===== config.mk =====
export PLATFORM = sky130hd
export DESIGN_NAME = fetch_decode_flat
export DESIGN_NICKNAME = d
export VERILOG_FILES = /design/src/verilog/tinker_pkg.sv /design/src/verilog/exec_bus_if.sv /design/src/verilog/reg_read_if.sv /design/src/verilog/fetch_decode.sv /design/src/flat_wrapper.sv
export SDC_FILE = /design/constraint.sdc
export NUM_CORES = 1
export LEC_CHECK = 0
export ABC_AREA = 1
export BUFFER_PORTS_ARGS = -buffer_cell sky130_fd_sc_hd__buf_2
export CAP_MARGIN = 15
export CORE_AREA = 2 2 258 260
export DETAILED_ROUTE_END_ITERATION = 6
export DIE_AREA = 0 0 260 262
export PLACE_DENSITY = 0.51
export SETUP_SLACK_MARGIN = 0.5
export SYNTH_ARGS = -nofsm -noshare
export SYNTH_HDL_FRONTEND = slang
export SYNTH_SLANG_ARGS = --single-unit

===== constraint.sdc =====
create_clock -name clk -period 1.8 [get_ports clk]
set_input_delay 0.18 -clock clk [delete_from_list [all_inputs] [get_ports clk]]
set_output_delay 0.18 -clock clk [all_outputs]
set_load 0.02 [all_outputs]

===== src/verilog/tinker_pkg.sv =====
`default_nettype none

package tinker_pkg;

    // -------------------------------------------------------------------------
    // widths
    // -------------------------------------------------------------------------

    // data and address word
    typedef logic [63:0] word_t;
    // instruction word
    typedef logic [31:0] inst_t;
    // register index, 32 registers
    typedef logic [4:0]  reg_idx_t;
    // instruction literal, sign-extended when used as an operand
    typedef logic [11:0] literal_t;

    // -------------------------------------------------------------------------
    // opcodes, kept subset only
    // -------------------------------------------------------------------------

    // anything not listed decodes as a no-op
    typedef enum logic [4:0] {
        OP_AND    = 5'h00,
        OP_OR     = 5'h01,
        OP_XOR    = 5'h02,
        OP_NOT    = 5'h03,
        OP_SHFTR  = 5'h04,
        OP_SHFTRI = 5'h05,
        OP_SHFTL  = 5'h06,
        OP_SHFTLI = 5'h07,
        OP_JUMP   = 5'h08,
        OP_JUMPR  = 5'h09,
        OP_JUMPR2 = 5'h0A,
        OP_BRNZ   = 5'h0B,
        OP_BRGT   = 5'h0E,
        OP_HALT   = 5'h0F,
        OP_LOAD   = 5'h10,
        OP_MOV    = 5'h11,
        OP_MOVL   = 5'h12,
        OP_STORE  = 5'h13,
        OP_ADD    = 5'h18,
        OP_ADDI   = 5'h19,
        OP_SUB    = 5'h1A,
        OP_SUBI   = 5'h1B
    } opcode_t;

    // field positions (lsb of each field)
    localparam int OPCODE_LSB = 27;
    localparam int RD_LSB     = 22;
    localparam int RS_LSB     = 17;
    localparam int RT_LSB     = 12;
    localparam int LIT_LSB    = 0;

    // pc step
    localparam int INST_BYTES = 4;

    // true when operand two is the literal instead of rt
    function automatic logic uses_literal(opcode_t op);
        case (op)
            OP_ADDI, OP_SUBI, OP_SHFTRI, OP_SHFTLI,
            OP_MOVL, OP_JUMPR2, OP_LOAD, OP_STORE: return 1'b1;
            default: return 1'b0;
        endcase
    endfunction

endpackage

`default_nettype wire


===== src/verilog/exec_bus_if.sv =====
`timescale 1ns/1ps
`default_nettype none

interface exec_bus_if
    import tinker_pkg::*;
();
    // one decoded instruction per cycle, no handshake
    logic     valid;
    opcode_t  opcode;
    reg_idx_t rd_idx;
    reg_idx_t rs_idx;
    reg_idx_t rt_idx;
    literal_t literal;
    // pc of the instruction itself
    word_t    pc;
    // register file values read in decode
    word_t    rd_val;
    word_t    rs_val;
    word_t    rt_val;

    modport source (
        output valid, opcode, rd_idx, rs_idx, rt_idx, literal, pc,
        output rd_val, rs_val, rt_val
    );

    modport sink (
        input valid, opcode, rd_idx, rs_idx, rt_idx, literal, pc,
        input rd_val, rs_val, rt_val
    );
endinterface

`default_nettype wire


===== src/verilog/reg_read_if.sv =====
`timescale 1ns/1ps
`default_nettype none

interface reg_read_if
    import tinker_pkg::*;
();
    // three read ports, answered combinationally
    reg_idx_t rd_idx;
    reg_idx_t rs_idx;
    reg_idx_t rt_idx;
    word_t    rd_val;
    word_t    rs_val;
    word_t    rt_val;

    modport initiator (output rd_idx, rs_idx, rt_idx, input rd_val, rs_val, rt_val);
    modport target (input rd_idx, rs_idx, rt_idx, output rd_val, rs_val, rt_val);
endinterface

`default_nettype wire


===== src/verilog/fetch_decode.sv =====
`timescale 1ns/1ps
`default_nettype none

module fetch_decode
    import tinker_pkg::*;
#(
    parameter word_t RESET_PC = 64'h2000
) (
    input  logic          clk,
    input  logic          reset,
    output word_t         imem_addr,
    input  inst_t         imem_data,
    reg_read_if.initiator rf,
    exec_bus_if.source    bus,
    input  logic          redirect,
    input  logic          halt_req,
    input  word_t         target
);
    word_t pc;
    inst_t ir;
    word_t ir_pc;
    logic  ir_valid;
    // set by halt, cleared only by reset
    logic  stopped;

    opcode_t  dec_opcode;
    literal_t dec_literal;

    // -------------------------------------------------------------------------
    // fetch
    // -------------------------------------------------------------------------

    assign imem_addr = pc;

    always_ff @(posedge clk or posedge reset) begin
        if (reset) begin
            pc       <= RESET_PC;
            ir_valid <= 1'b0;
            stopped  <= 1'b0;
        end else if (halt_req || stopped) begin
            // pc frozen, only bubbles from here on
            ir_valid <= 1'b0;
            stopped  <= 1'b1;
        end else if (redirect) begin
            // word on imem is wrong path, drop it
            pc       <= target;
            ir_valid <= 1'b0;
        end else begin
            pc       <= pc + word_t'(INST_BYTES);
            ir_valid <= 1'b1;
        end
    end

    // fetched word and its pc
    always_ff @(posedge clk) begin
        ir    <= imem_data;
        ir_pc <= pc;
    end

    // -------------------------------------------------------------------------
    // decode and register read
    // -------------------------------------------------------------------------

    assign dec_opcode  = opcode_t'(ir[OPCODE_LSB +: $bits(opcode_t)]);
    assign dec_literal = ir[LIT_LSB +: $bits(literal_t)];
    assign rf.rd_idx   = ir[RD_LSB +: $bits(reg_idx_t)];
    assign rf.rs_idx   = ir[RS_LSB +: $bits(reg_idx_t)];
    assign rf.rt_idx   = ir[RT_LSB +: $bits(reg_idx_t)];

    // decode slot turns into a bubble on redirect or halt
    always_ff @(posedge clk or posedge reset) begin
        if (reset) begin
            bus.valid <= 1'b0;
        end else begin
            bus.valid <= ir_valid && !redirect && !halt_req;
        end
    end

    always_ff @(posedge clk) begin
        bus.opcode  <= dec_opcode;
        bus.rd_idx  <= rf.rd_idx;
        bus.rs_idx  <= rf.rs_idx;
        bus.rt_idx  <= rf.rt_idx;
        bus.literal <= dec_literal;
        bus.pc      <= ir_pc;
        bus.rd_val  <= rf.rd_val;
        bus.rs_val  <= rf.rs_val;
        bus.rt_val  <= rf.rt_val;
    end

endmodule

`default_nettype wire


===== src/flat_wrapper.sv =====
// flat-port wrapper written by rule: the top's interface ports become plain ports
module fetch_decode_flat import tinker_pkg::*;
#(
    parameter word_t RESET_PC = 64'h2000
)
  (clk, reset, imem_addr, imem_data, redirect, halt_req, target, rf_rd_idx, rf_rs_idx, rf_rt_idx, rf_rd_val, rf_rs_val, rf_rt_val, bus_valid, bus_opcode, bus_rd_idx, bus_rs_idx, bus_rt_idx, bus_literal, bus_pc, bus_rd_val, bus_rs_val, bus_rt_val);
  reg_read_if rf_i ();
  exec_bus_if bus_i ();
  input  logic clk;
  input  logic reset;
  output word_t imem_addr;
  input  inst_t imem_data;
  input  logic redirect;
  input  logic halt_req;
  input  word_t target;
  output wire logic [$bits(rf_i.rd_idx)-1:0] rf_rd_idx;
  output wire logic [$bits(rf_i.rs_idx)-1:0] rf_rs_idx;
  output wire logic [$bits(rf_i.rt_idx)-1:0] rf_rt_idx;
  input wire logic [$bits(rf_i.rd_val)-1:0] rf_rd_val;
  input wire logic [$bits(rf_i.rs_val)-1:0] rf_rs_val;
  input wire logic [$bits(rf_i.rt_val)-1:0] rf_rt_val;
  output wire logic [$bits(bus_i.valid)-1:0] bus_valid;
  output wire logic [$bits(bus_i.opcode)-1:0] bus_opcode;
  output wire logic [$bits(bus_i.rd_idx)-1:0] bus_rd_idx;
  output wire logic [$bits(bus_i.rs_idx)-1:0] bus_rs_idx;
  output wire logic [$bits(bus_i.rt_idx)-1:0] bus_rt_idx;
  output wire logic [$bits(bus_i.literal)-1:0] bus_literal;
  output wire logic [$bits(bus_i.pc)-1:0] bus_pc;
  output wire logic [$bits(bus_i.rd_val)-1:0] bus_rd_val;
  output wire logic [$bits(bus_i.rs_val)-1:0] bus_rs_val;
  output wire logic [$bits(bus_i.rt_val)-1:0] bus_rt_val;
  assign rf_rd_idx = rf_i.rd_idx;
  assign rf_rs_idx = rf_i.rs_idx;
  assign rf_rt_idx = rf_i.rt_idx;
  assign rf_i.rd_val = rf_rd_val;
  assign rf_i.rs_val = rf_rs_val;
  assign rf_i.rt_val = rf_rt_val;
  assign bus_valid = bus_i.valid;
  assign bus_opcode = bus_i.opcode;
  assign bus_rd_idx = bus_i.rd_idx;
  assign bus_rs_idx = bus_i.rs_idx;
  assign bus_rt_idx = bus_i.rt_idx;
  assign bus_literal = bus_i.literal;
  assign bus_pc = bus_i.pc;
  assign bus_rd_val = bus_i.rd_val;
  assign bus_rs_val = bus_i.rs_val;
  assign bus_rt_val = bus_i.rt_val;
  fetch_decode #(.RESET_PC(RESET_PC)) u_core (.clk(clk), .reset(reset), .imem_addr(imem_addr), .imem_data(imem_data), .rf(rf_i), .bus(bus_i), .redirect(redirect), .halt_req(halt_req), .target(target));
endmodule

; Yosys cells after proc, flatten, opt, wreduce, memory -nomap -nowiden
; Cells that the tools add are included.
[totals]
ff_bits = 451
in_bits = 292
out_inout_bits = 368
wordCells = 24
[op_classes]
n_addsub = 1
mux = 3
reduce_logical = 5
[ops]
columns = op, count
row1 = "64-bit by 3-bit adder with 64-bit output, second input constant", 1
row2 = 64-bit two-way mux, 1
row3 = 1-bit logical AND, 2
row4 = 1-bit logical NOT, 2
row5 = 1-bit two-way mux, 2
row6 = 1-bit logical OR, 1

; Logic depth before layout (Yosys ltp)
; Gate-level depths: netlist of the first run.
[logic_depth]
word_depth = 3
depth_mapped = 11
depth_no_buf = 11

; Worst setup path before layout of the first run
; OpenSTA, ideal clock, no wires.
[synth_timing]
kind = flip-flop to flip-flop
start = reg u_core.pc[3], in the netlist u_core.imem_addr[3]
end = reg u_core.pc[58], in the netlist u_core.imem_addr[58]
arrival_ns = 1.569
slack_ns = 0.113
stages_incl_launch_ff = 11
n_path_buf = 0
period_less_slack_ns = 1.687
cell_sequence = dfrtp_1 ha_1 inv_1 nor2_4 nand2_4 nor2_8 nand2_1 nor2_1 nand2_1 nand3_1 nand2_1
[synth_via]
elab_chain_len = 2
[synth_lines]
columns = item, line_no
row1 = "start, declared", fetch_decode.sv:19  ; word_t pc;
row2 = "start signal, assigned", fetch_decode.sv:46  ; pc <= target;
row3 = "start signal, assigned", fetch_decode.sv:49  ; pc <= pc + word_t'(INST_BYTES);
row4 = 64-bit by 3-bit adder with 64-bit output, fetch_decode.sv:49
row5 = 64-bit two-way mux, fetch_decode.sv:44  ; end else if (redirect) begin
; Every way passes these cells.
; A chain may end at the register's enable or synchronous reset.

; Worst setup path in the final report of the first run
[layout_timing]
start = reg u_core.pc[2], in the netlist u_core.imem_addr[2]
end = reg u_core.pc[38], in the netlist u_core.imem_addr[38]
; The elaborated chain is that of the path after synthesis.

==> run summary, run 1 <==
Place WS: 0.0218 ns
Yosys Warn Count: 0
Synth top area cells: dfxtp_1 (60%), dfrtp_1 (13%), nand2_1 (9.7%), nor2_1 (3.7%), inv_1 (2.7%)
Clock sinks: 451
Die area: 0.0681 sq mm
Top FF cell, synth: dfxtp_1
Tmin final: 1.71 ns
CTS max path bufs: 3
Async S/R FF share, synth: 14.9%
Synthesized area: 0.0127 sq mm
Final wirelength: 73,100 um
Reg2reg start: u_core.imem_addr[2]$_DFFE_PP0N_
Worst skew pair latency: 0.60 ns
Cells along the critical path: ha_4 -> inv_2 -> nor2_4 -> nand2_4 -> nor2_4 -> buf_6 -> nand3_4 -> xor2_1 -> nand2_1 -> nand2_1
Crit Path Max Fanout: 4
Largest net degree at the start of global routing: 68
Crit path max-delay cell type: dfrtp_2
# DRC: 0
Max-cap viol count: 0
Slew headroom: 69.7%
Post-synth cell types: 31
RSZ-0062 raised after global routing: true
Wire per inst: 22.4 um
Status: completed
DRT Pass-1 Iters: 5
Hold Crit Class: input port to register
Area growth, synth to finish: 94.9%
Crit Path Class: register to register
Final Setup Violations: 0
First-pass GRT wire length: 97,200 um
Setup ws final: 0.0913 ns
Setup crit end kind: register
Top-count cell post-synth: dfxtp_1
Overflow after GRT: 0
Wire length on met2: 38,900 um
Final hold violation count: 0
Register area share after synthesis: 73.7%
Largest stage delay, worst path: 0.41 ns
Layout cells sized above 1: 47.9%
Die X: 260 um
Fin crit share: 94.9%
Setup TNS: 0 ns
Area leader, netlist: dfxtp_1
Crit path buffers/inverters: 2
Clk root buf: clkbuf_16
Total track usage: 20.5%
Initial drt markers: 635
Num ports: 660
Vias per inst: 3.90
Arrival time worst endpoint: 2.18 ns
Routed Antenna Nets: 0
Highest routed metal layer: met4
Synth top area share: 60.5%
Site Rows: 94
Total CTS buffers: 51
Synth top cells by count: dfxtp_1 (384), nand2_1 (327), nor2_1 (127)
Pwr Density: 1080 mW/mm^2
Clock transition at path regs: 0.06 ns
Avg Inst Size Synth: 10.5 sq um
Worst endpoint required time: 2.27 ns
Hold Crit Start: target[31]
EDFF count, synth: 0
Tot Pwr: 26,800 uW
Starting Density: 19.5%
Startpoint Class: register
Routed via count: 12,700
Number of buffers added on ports: 659
Hpwl dp: 58,100 um
Worst vdd ir: 723 uV
Vias in the first global route: 13,500
Clk_skew: 0.0277 ns
M1 WL: 25,100 um
Syn_nets: 1,502
Initial antenna violation count: 42
Synthesis-stage register bit count: 451
Setup crit start: u_core.imem_addr[2]$_DFFE_PP0N_
FILL cells: 6,538
Worst Tran Pin Value: 0.455 ns
NumNets Final: 2,635
Leakage: 0.0115 uW
Peak Freq: 585 MHz
Pins over their slew limit: 0
Placer congestion estimate: 0.957
Met3 WL: 6640 um
Synth Instances: 1,209
CTS tree: done
Core Region: 0.0653 sq mm
Delay-heaviest family, CP: simple AND/OR/NAND/NOR gates
Chip height: 262 um
H-tree depth: 2
## metal layers
metal	global-route usage, %	up-vias
li1	-	6003
met1	20.8	6061
met2	38.4	531
met3	7.23	144
met4	7.90	0
met5	0	-
## cell families (layout without fill, tap and decap cells)
logic type,Yosys count,after routing,synth area share [%]
flip-flops,451,451,73.7
AND/OR/NAND/NOR,529,529,16.9
adder cells (fa/ha/maj),1,1,0.0984
buffers and inverters,131,1306,4.39
AO/OA/AOI/OAI,71,71,3.11
other,0,15,0
XOR/XNOR,26,26,1.79
## repair_timing
item,4_1_cts,5_1_grt
resized for setup,464,132
endpoints found under the hold margin,355,0
pin swaps,28,30
hold buffers,290,0
setup endpoints to repair,228,188
buffers inserted,78,13
cloned,1,0
## flip-flops by register name (all words and copies together) (netlist names), 5 cells and up
name,cells
u_core.bus.pc,64
u_core.bus.rd_val,64
u_core.bus.rs_val,64
u_core.bus.rt_val,64
u_core.imem_addr,64
u_core.ir_pc,64
u_core.ir,32
u_core.bus.literal,12
u_core.bus.opcode,5
u_core.bus.rd_idx,5
u_core.bus.rs_idx,5
u_core.bus.rt_idx,5
## final timing paths
kind                       slack, ns                          endpoint  depth (start not counted)
max                             0.09  u_core.imem_addr[38]$_DFFE_PP0N_                         10
min                             0.08  u_core.imem_addr[31]$_DFFE_PP0N_                          5
max reg2reg                     0.09  u_core.imem_addr[38]$_DFFE_PP0N_                         10
min reg2reg                     0.32         u_core.bus.pc[47]$_DFF_P_                          0
max in group asynchronous       1.16  u_core.imem_addr[38]$_DFFE_PP0N_                          4
min in group asynchronous       0.22         u_core.ir_valid$_DFF_PP0_                          4
## worst min-delay path, stage by stage
cell	delay [ns]
buf_2	0.08
nand2_1	0.12
o21ai_0	0.11
inv_1	0.04
nand2_1	0.08
## cell type report
class	instances	area [sq um]	share of cell area [%]
repair buffers	1113	8720	35.2
clock inverters	26	282	1.14
inverters	98	387	1.56
flip-flops and latches	451	9520	38.4
well taps	864	1080	4.36
multi-input cells	627	3320	13.4
clock buffers	69	1450	5.84
diodes	15	37.5	0.151
## layout by cell type, fill, tap and decap left out, drive strengths merged
cell	Yosys	layout
nand3	45	45
and2	1	1
dfstp	1	1
buf	24	821
a21oi	4	4
bufinv	0	4
clkinv	1	15
a22o	2	2
clkinvlp	0	5
diode	0	15
inv	97	100
o21ai	52	52
nand2	335	335
nor2	139	139
dfxtp	384	384
o21bai	5	5
clkbuf	9	71
o211ai	8	8
xor2	19	19
ha	1	1
dfrtp	66	66
xnor2	7	7
nand4	6	6
nor3b	1	1
dlygate4sd3	0	290
nor3	2	2
## through the flow
step / instance area [sq um] / hold WS [ns] / cells / util [%]
2_1_floorplan: 12800 / 0.208 / 1209 / -
3_3_place_gp: 17600 / 0.282 / 2771 / 27.0
3_5_place_dp: 17600 / 0.284 / 2771 / 27.0
4_1_cts: 24300 / 0.00353 / 3235 / 37.2
5_1_grt: 24800 / 0.0443 / 3260 / 38.0
6_report: 24800 / 0.0785 / 3263 / 38.0
## where the power goes
group	internal (uW)	switching [uW]	leakage, uW
logic	2190	2390	0.00667
registers	10900	541	0.00400
clock network	6260	4440	0.000842
total	19400	7370	0.0115
(Power assumes the default switching activity.)
==> run 2, diff against run 1 <==
Settings changed: SETUP_SLACK_MARGIN 0.5 to unset.
==> run 2 against run 1 <==
Net effect: register-to-register slack lost 0.02 ns; clock power about the same; first-iteration DRC count fell by 6.5%; count of clock-buffer cells in the layout is 1 higher; fmax shrank 1.4%; design area shrank 9.6%; clock skew decreased by 0.016 ns; routed wire length down 5.7%; non-clock buffer count fell by 71; cell count fell by 2.3%; combinational power decreased by 20%; via count fell by 2.7%; critical path type unchanged; highest routed layer unchanged.
==> run summary, run 2 (synthesis gave the netlist of run 1 again) <==
Status: completed
Placer congestion estimate: 0.902
Worst Tran Pin Value: 0.419 ns
Worst endpoint required time: 2.27 ns
Site Rows: 94
Tmin final: 1.73 ns
Routed via count: 12,400
Core Util, Final: 34.3%
Delay-heaviest family, CP: simple AND/OR/NAND/NOR gates
Final wirelength: 68,900 um
CTS tree: done
Hpwl dp: 57,700 um
Pins over their slew limit: 0
Largest stage delay, worst path: 0.56 ns
Crit Path Max Fanout: 4
Starting Density: 19.5%
DRT Pass-1 Iters: 4
Hold Crit Class: input port to async pin
Core Region: 0.0653 sq mm
Peak Freq: 577 MHz
Fin crit share: 96.3%
H-tree depth: 2
Final Setup Violations: 0
Vias per inst: 3.89
Final hold violation count: 0
Worst r2r dst: u_core.imem_addr[48]$_DFFE_PP0N_
CTS max path bufs: 3
FILL cells: 6,771
Setup crit end kind: register
NumNets Final: 2,564
Largest net degree at the start of global routing: 50
First-pass GRT wire length: 92,000 um
Total CTS buffers: 51
RSZ-0062 raised after global routing: true
Total track usage: 19.3%
Area growth, synth to finish: 76.3%
Most numerous cell on the critical path: nand2_1
Crit Path Class: register to register
Cells along the critical path: nand2_1 -> nor2_2 -> nand2_1 -> nor2_4 -> buf_4 -> nand3_1 -> nand2_1 -> nand2_1 -> nand2_1 -> nand3_1
R2R Setup Slk: 0.07 ns
Layout cells sized above 1: 39.0%
Arrival time worst endpoint: 2.21 ns
Routed Antenna Nets: 0
Max-cap viol count: 0
Clock transition at path regs: 0.06 ns
Chip height: 262 um
Tot Pwr: 25,700 uW
Die X: 260 um
Clk root buf: clkbuf_16
FF-to-FF path depth: 10
Most frequent cells in the layout: buf_2 (659), dfxtp_1 (384), nand2_1 (321)
Commonest non-fill, non-tap cell in the layout: buf_2
Num ports: 660
Overflow after GRT: 0
Worst skew pair latency: 0.59 ns
Reg2reg start: u_core.imem_addr[13]$_DFFE_PP1N_
Setup ws final: 0.0674 ns
Pwr Density: 1150 mW/mm^2
Place WS: -0.0451 ns
Vias in the first global route: 12,900
Crit path buffers/inverters: 1
Hold slack: 0.0321 ns
Clock sinks: 451
# DRC: 0
Initial drt markers: 594
Startpoint Class: register
Initial antenna violation count: 43
Slew headroom: 72.1%
Worst vdd ir: 800 uV
Die area: 0.0681 sq mm
Crit path max-delay cell type: dfstp_2
Clk_skew: 0.0116 ns
Wire per inst: 21.6 um
Leakage: 0.0106 uW
Number of buffers added on ports: 659
run 2: changes by cell type in the layout (fill, tap and decap cells not counted), sizes merged:
cell / previous run / this run
dlygate4sd3: 290 / 289
buf: 821 / 753
clkinv: 15 / 14
clkbuf: 71 / 70
diode: 15 / 11
inv: 100 / 102
bufinv: 4 / 2
run 2: what timing repair did:
| action | 4_1_cts | 5_1_grt |
|---|---|---|
| pin swaps | 0 | 7 |
| endpoints found under the hold margin | 354 | 0 |
| hold buffers | 289 | 0 |
| gates cloned | 0 | 0 |
| resized for setup | 5 | 32 |
| endpoints found under the setup margin | 7 | 37 |
| buffers inserted | 0 | 5 |
run 2: tightest hold or removal path: stages:
cell,delay [ns]
dlygate4sd3_1,0.52
buf_2,0.13
clkinvlp_4,0.14
run 2: cell type report:
type,count,area (sq um),area share [%]
Sequential cell,451,9380,41.8
Tap cell,864,1080,4.82
Inverter,98,372,1.66
Clock inverter,25,260,1.16
Clock buffer,70,1500,6.68
Multi-Input combinational cell,627,2880,12.8
Timing Repair Buffer,1042,6920,30.9
Antenna cell,11,27.5,0.123
run 2: through the flow:
step	std cells	TNS [ns]	instance area, sq um
floorplan	1209	0	12700
global placement	2788	-0.150	17600
detailed placement	2788	-0.173	17600
CTS	3172	0	22300
global route	3185	-0.251	22400
finish	3188	0	22400
run 2: report_power, final:
group	internal, uW	switching (uW)	total (uW)
Combinational	1520	2150	3670
Clock	6190	4440	10600
Sequential	10900	488	11400
Total	18600	7070	25700
run 2: worst max-delay path by stage:
stage                                startpoint                                to  cells after the start
6_report       u_core.imem_addr[13]$_DFFE_PP1N_  u_core.imem_addr[48]$_DFFE_PP0N_                     10
5_1_grt         u_core.imem_addr[3]$_DFFE_PP0N_  u_core.imem_addr[62]$_DFFE_PP0N_                     10
2_1_floorplan   u_core.imem_addr[3]$_DFFE_PP0N_  u_core.imem_addr[58]$_DFFE_PP0N_                     10
3_5_place_dp   u_core.imem_addr[41]$_DFFE_PP0N_  u_core.imem_addr[52]$_DFFE_PP0N_                      9
4_1_cts        u_core.imem_addr[13]$_DFFE_PP1N_  u_core.imem_addr[43]$_DFFE_PP0N_                     11
3_3_place_gp   u_core.imem_addr[41]$_DFFE_PP0N_  u_core.imem_addr[52]$_DFFE_PP0N_                      9
run 2: layer usage:
layer	vias to the layer above	global-route usage (%)	share of wire, %
li1	5856	-	-
met1	5820	20.8	37
met2	562	36.1	52
met3	154	5.18	7.3
met4	0	6.74	3.8
met5	-	0	0
==> run 3, diff against run 2 <==
Clock period 1.8 ns to 1.5 ns, I/O delays scaled along.
==> run 3 against run 2 <==
Net effect: highest routed layer is now met5; the run now ends with negative setup slack left; critical endpoint is now u_core.imem_addr[14]$_DFFE_PP0N_; count of clock-buffer cells in the layout up 2; first-iteration DRC count down 14%; utilization up 2.9 points; via count up 2.8%; die area unchanged; combinational power up 45%; sequential power up 20%.
==> run summary, run 3 (synthesis gave the netlist of run 1 again) <==
Crit Path Class: register to register
Max-cap viol count: 0
Slew headroom: 72.2%
FILL cells: 6,580
Leakage: 0.0116 uW
Clk_skew: 0.0175 ns
Routed Antenna Nets: 0
Core Region: 0.0653 sq mm
Area growth, synth to finish: 91.4%
CTS max path bufs: 3
Arrival time worst endpoint: 2.20 ns
Total track usage: 20.1%
H-tree depth: 2
Pwr Density: 1320 mW/mm^2
Hold slack: 0.191 ns
Largest net degree at the start of global routing: 68
Worst Tran Pin Value: 0.417 ns
Num ports: 660
Vias per inst: 3.88
Status: finished, violations left
Initial antenna violation count: 51
Tmin final: 1.69 ns
Setup ws final: -0.186 ns
Starting Density: 19.5%
Core Util, Final: 37.3%
Placer congestion estimate: 0.935
Hpwl dp: 58,100 um
FF-to-FF path depth: 10
Crit Path Max Fanout: 4
Setup TNS: -5.37 ns
Clk root buf: clkbuf_16
Placed Cells incl. Taps: 2,829
Place WS: -0.345 ns
Final Setup Violations: 61
Final hold violation count: 0
Site Rows: 94
Overflow after GRT: 0
First-pass GRT wire length: 95,800 um
Final wirelength: 72,100 um
Hold Crit Class: input port to register
NumNets Final: 2,664
Number of buffers added on ports: 659
Hold Path Stages: 2
Worst endpoint required time: 2.01 ns
Routed via count: 12,700
RSZ-0062 raised after global routing: true
Most frequent cells in the layout: buf_2 (610), dfxtp_1 (384), dlygate4sd3_1 (292)
Worst vdd ir: 875 uV
Wire per inst: 22.0 um
Chip height: 262 um
Peak Freq: 593 MHz
Commonest non-fill, non-tap cell in the layout: buf_2
Die area: 0.0681 sq mm
Clock sinks: 451
Clock transition at path regs: 0.06 ns
Die X: 260 um
# DRC: 0
Failing checks: negative setup slack
Fin crit share: 112%
Fin cells: 3,283
Startpoint Class: register
Setup crit end kind: register
Vias in the first global route: 13,200
Worst skew pair latency: 0.59 ns
Layout cells sized above 1: 46.2%
Initial drt markers: 511
CTS tree: done
Total CTS buffers: 52
DRT Pass-1 Iters: 4
Pins over their slew limit: 0
[run 3: cell count changes in the layout (fill, tap and decap cells not counted), sizes merged]
| cell | before | now |
|---|---|---|
| buf | 753 | 849 |
| bufinv | 2 | 5 |
| clkbuf | 70 | 72 |
| clkinv | 14 | 13 |
| clkinvlp | 5 | 1 |
| diode | 11 | 5 |
| dlygate4sd3 | 289 | 292 |
| inv | 102 | 104 |
[run 3: worst max-delay path, stage by stage (launching register included)]
cell and delay, ns:
dfrtp_2 0.41, ha_4 0.15, inv_2 0.04, nor2_4 0.17, nand2_4 0.12, nor2_4 0.21
buf_4 0.15, buf_6 0.09, xor2_1 0.14, nand2_1 0.07, nand3_1 0.07
[run 3: what timing repair did]
action,4_1_cts,5_1_grt
buffers inserted,37,40
hold buffers,292,0
setup endpoints to repair,99,87
pin swaps,27,53
endpoints found under the hold margin,357,0
gates resized for setup,219,145
[run 3: layout make-up]
cell class | count | area (sq um) | share of cell area [%]
clock inverters | 25 | 307 | 1.26
clock buffers | 72 | 1480 | 6.08
flip-flops and latches | 451 | 9400 | 38.7
diodes | 5 | 12.5 | 0.0514
repair buffers | 1141 | 8250 | 33.9
well taps | 864 | 1080 | 4.44
multi-input cells | 627 | 3420 | 14.0
inverters | 98 | 382 | 1.57
[run 3: path summary, 6_finish.rpt]
kind | start | end | slack (ns)
max in group asynchronous | reset | u_core.imem_addr[33]$_DFFE_PP0N_ | 0.93
worst min register to register | u_core.ir_pc[16]$_DFF_P_ | u_core.bus.pc[16]$_DFF_P_ | 0.31
worst max register to register | u_core.imem_addr[2]$_DFFE_PP0N_ | u_core.imem_addr[14]$_DFFE_PP0N_ | -0.19
min in group asynchronous | reset | u_core.bus.valid$_DFF_PP0_ | 0.22
worst max-delay path | u_core.imem_addr[2]$_DFFE_PP0N_ | u_core.imem_addr[14]$_DFFE_PP0N_ | -0.19
worst min-delay path | rf_rs_val[37] | u_core.bus.rs_val[37]$_DFF_P_ | 0.19
[run 3: metal layers]
layer / GRT usage [%] / wire (um)
met1: 22.0 / 26700
met2: 37.3 / 37500
met3: 5.58 / 5120
met4: 6.80 / 2750
met5: 0 / 62
[run 3: power by group]
part	switching, uW	leakage, uW	internal [uW]
registers	590	0.00402	13100
clock network	5340	0.000879	7850
logic	2890	0.00668	2440
[run 3: through the flow]
step / cell area [sq um] / total power [uW]
floorplan: 12800 / 15500
global placement: 18000 / 17700
detailed placement: 18000 / 17700
CTS: 23700 / 32300
global route: 24300 / 33500
finish: 24300 / 32200
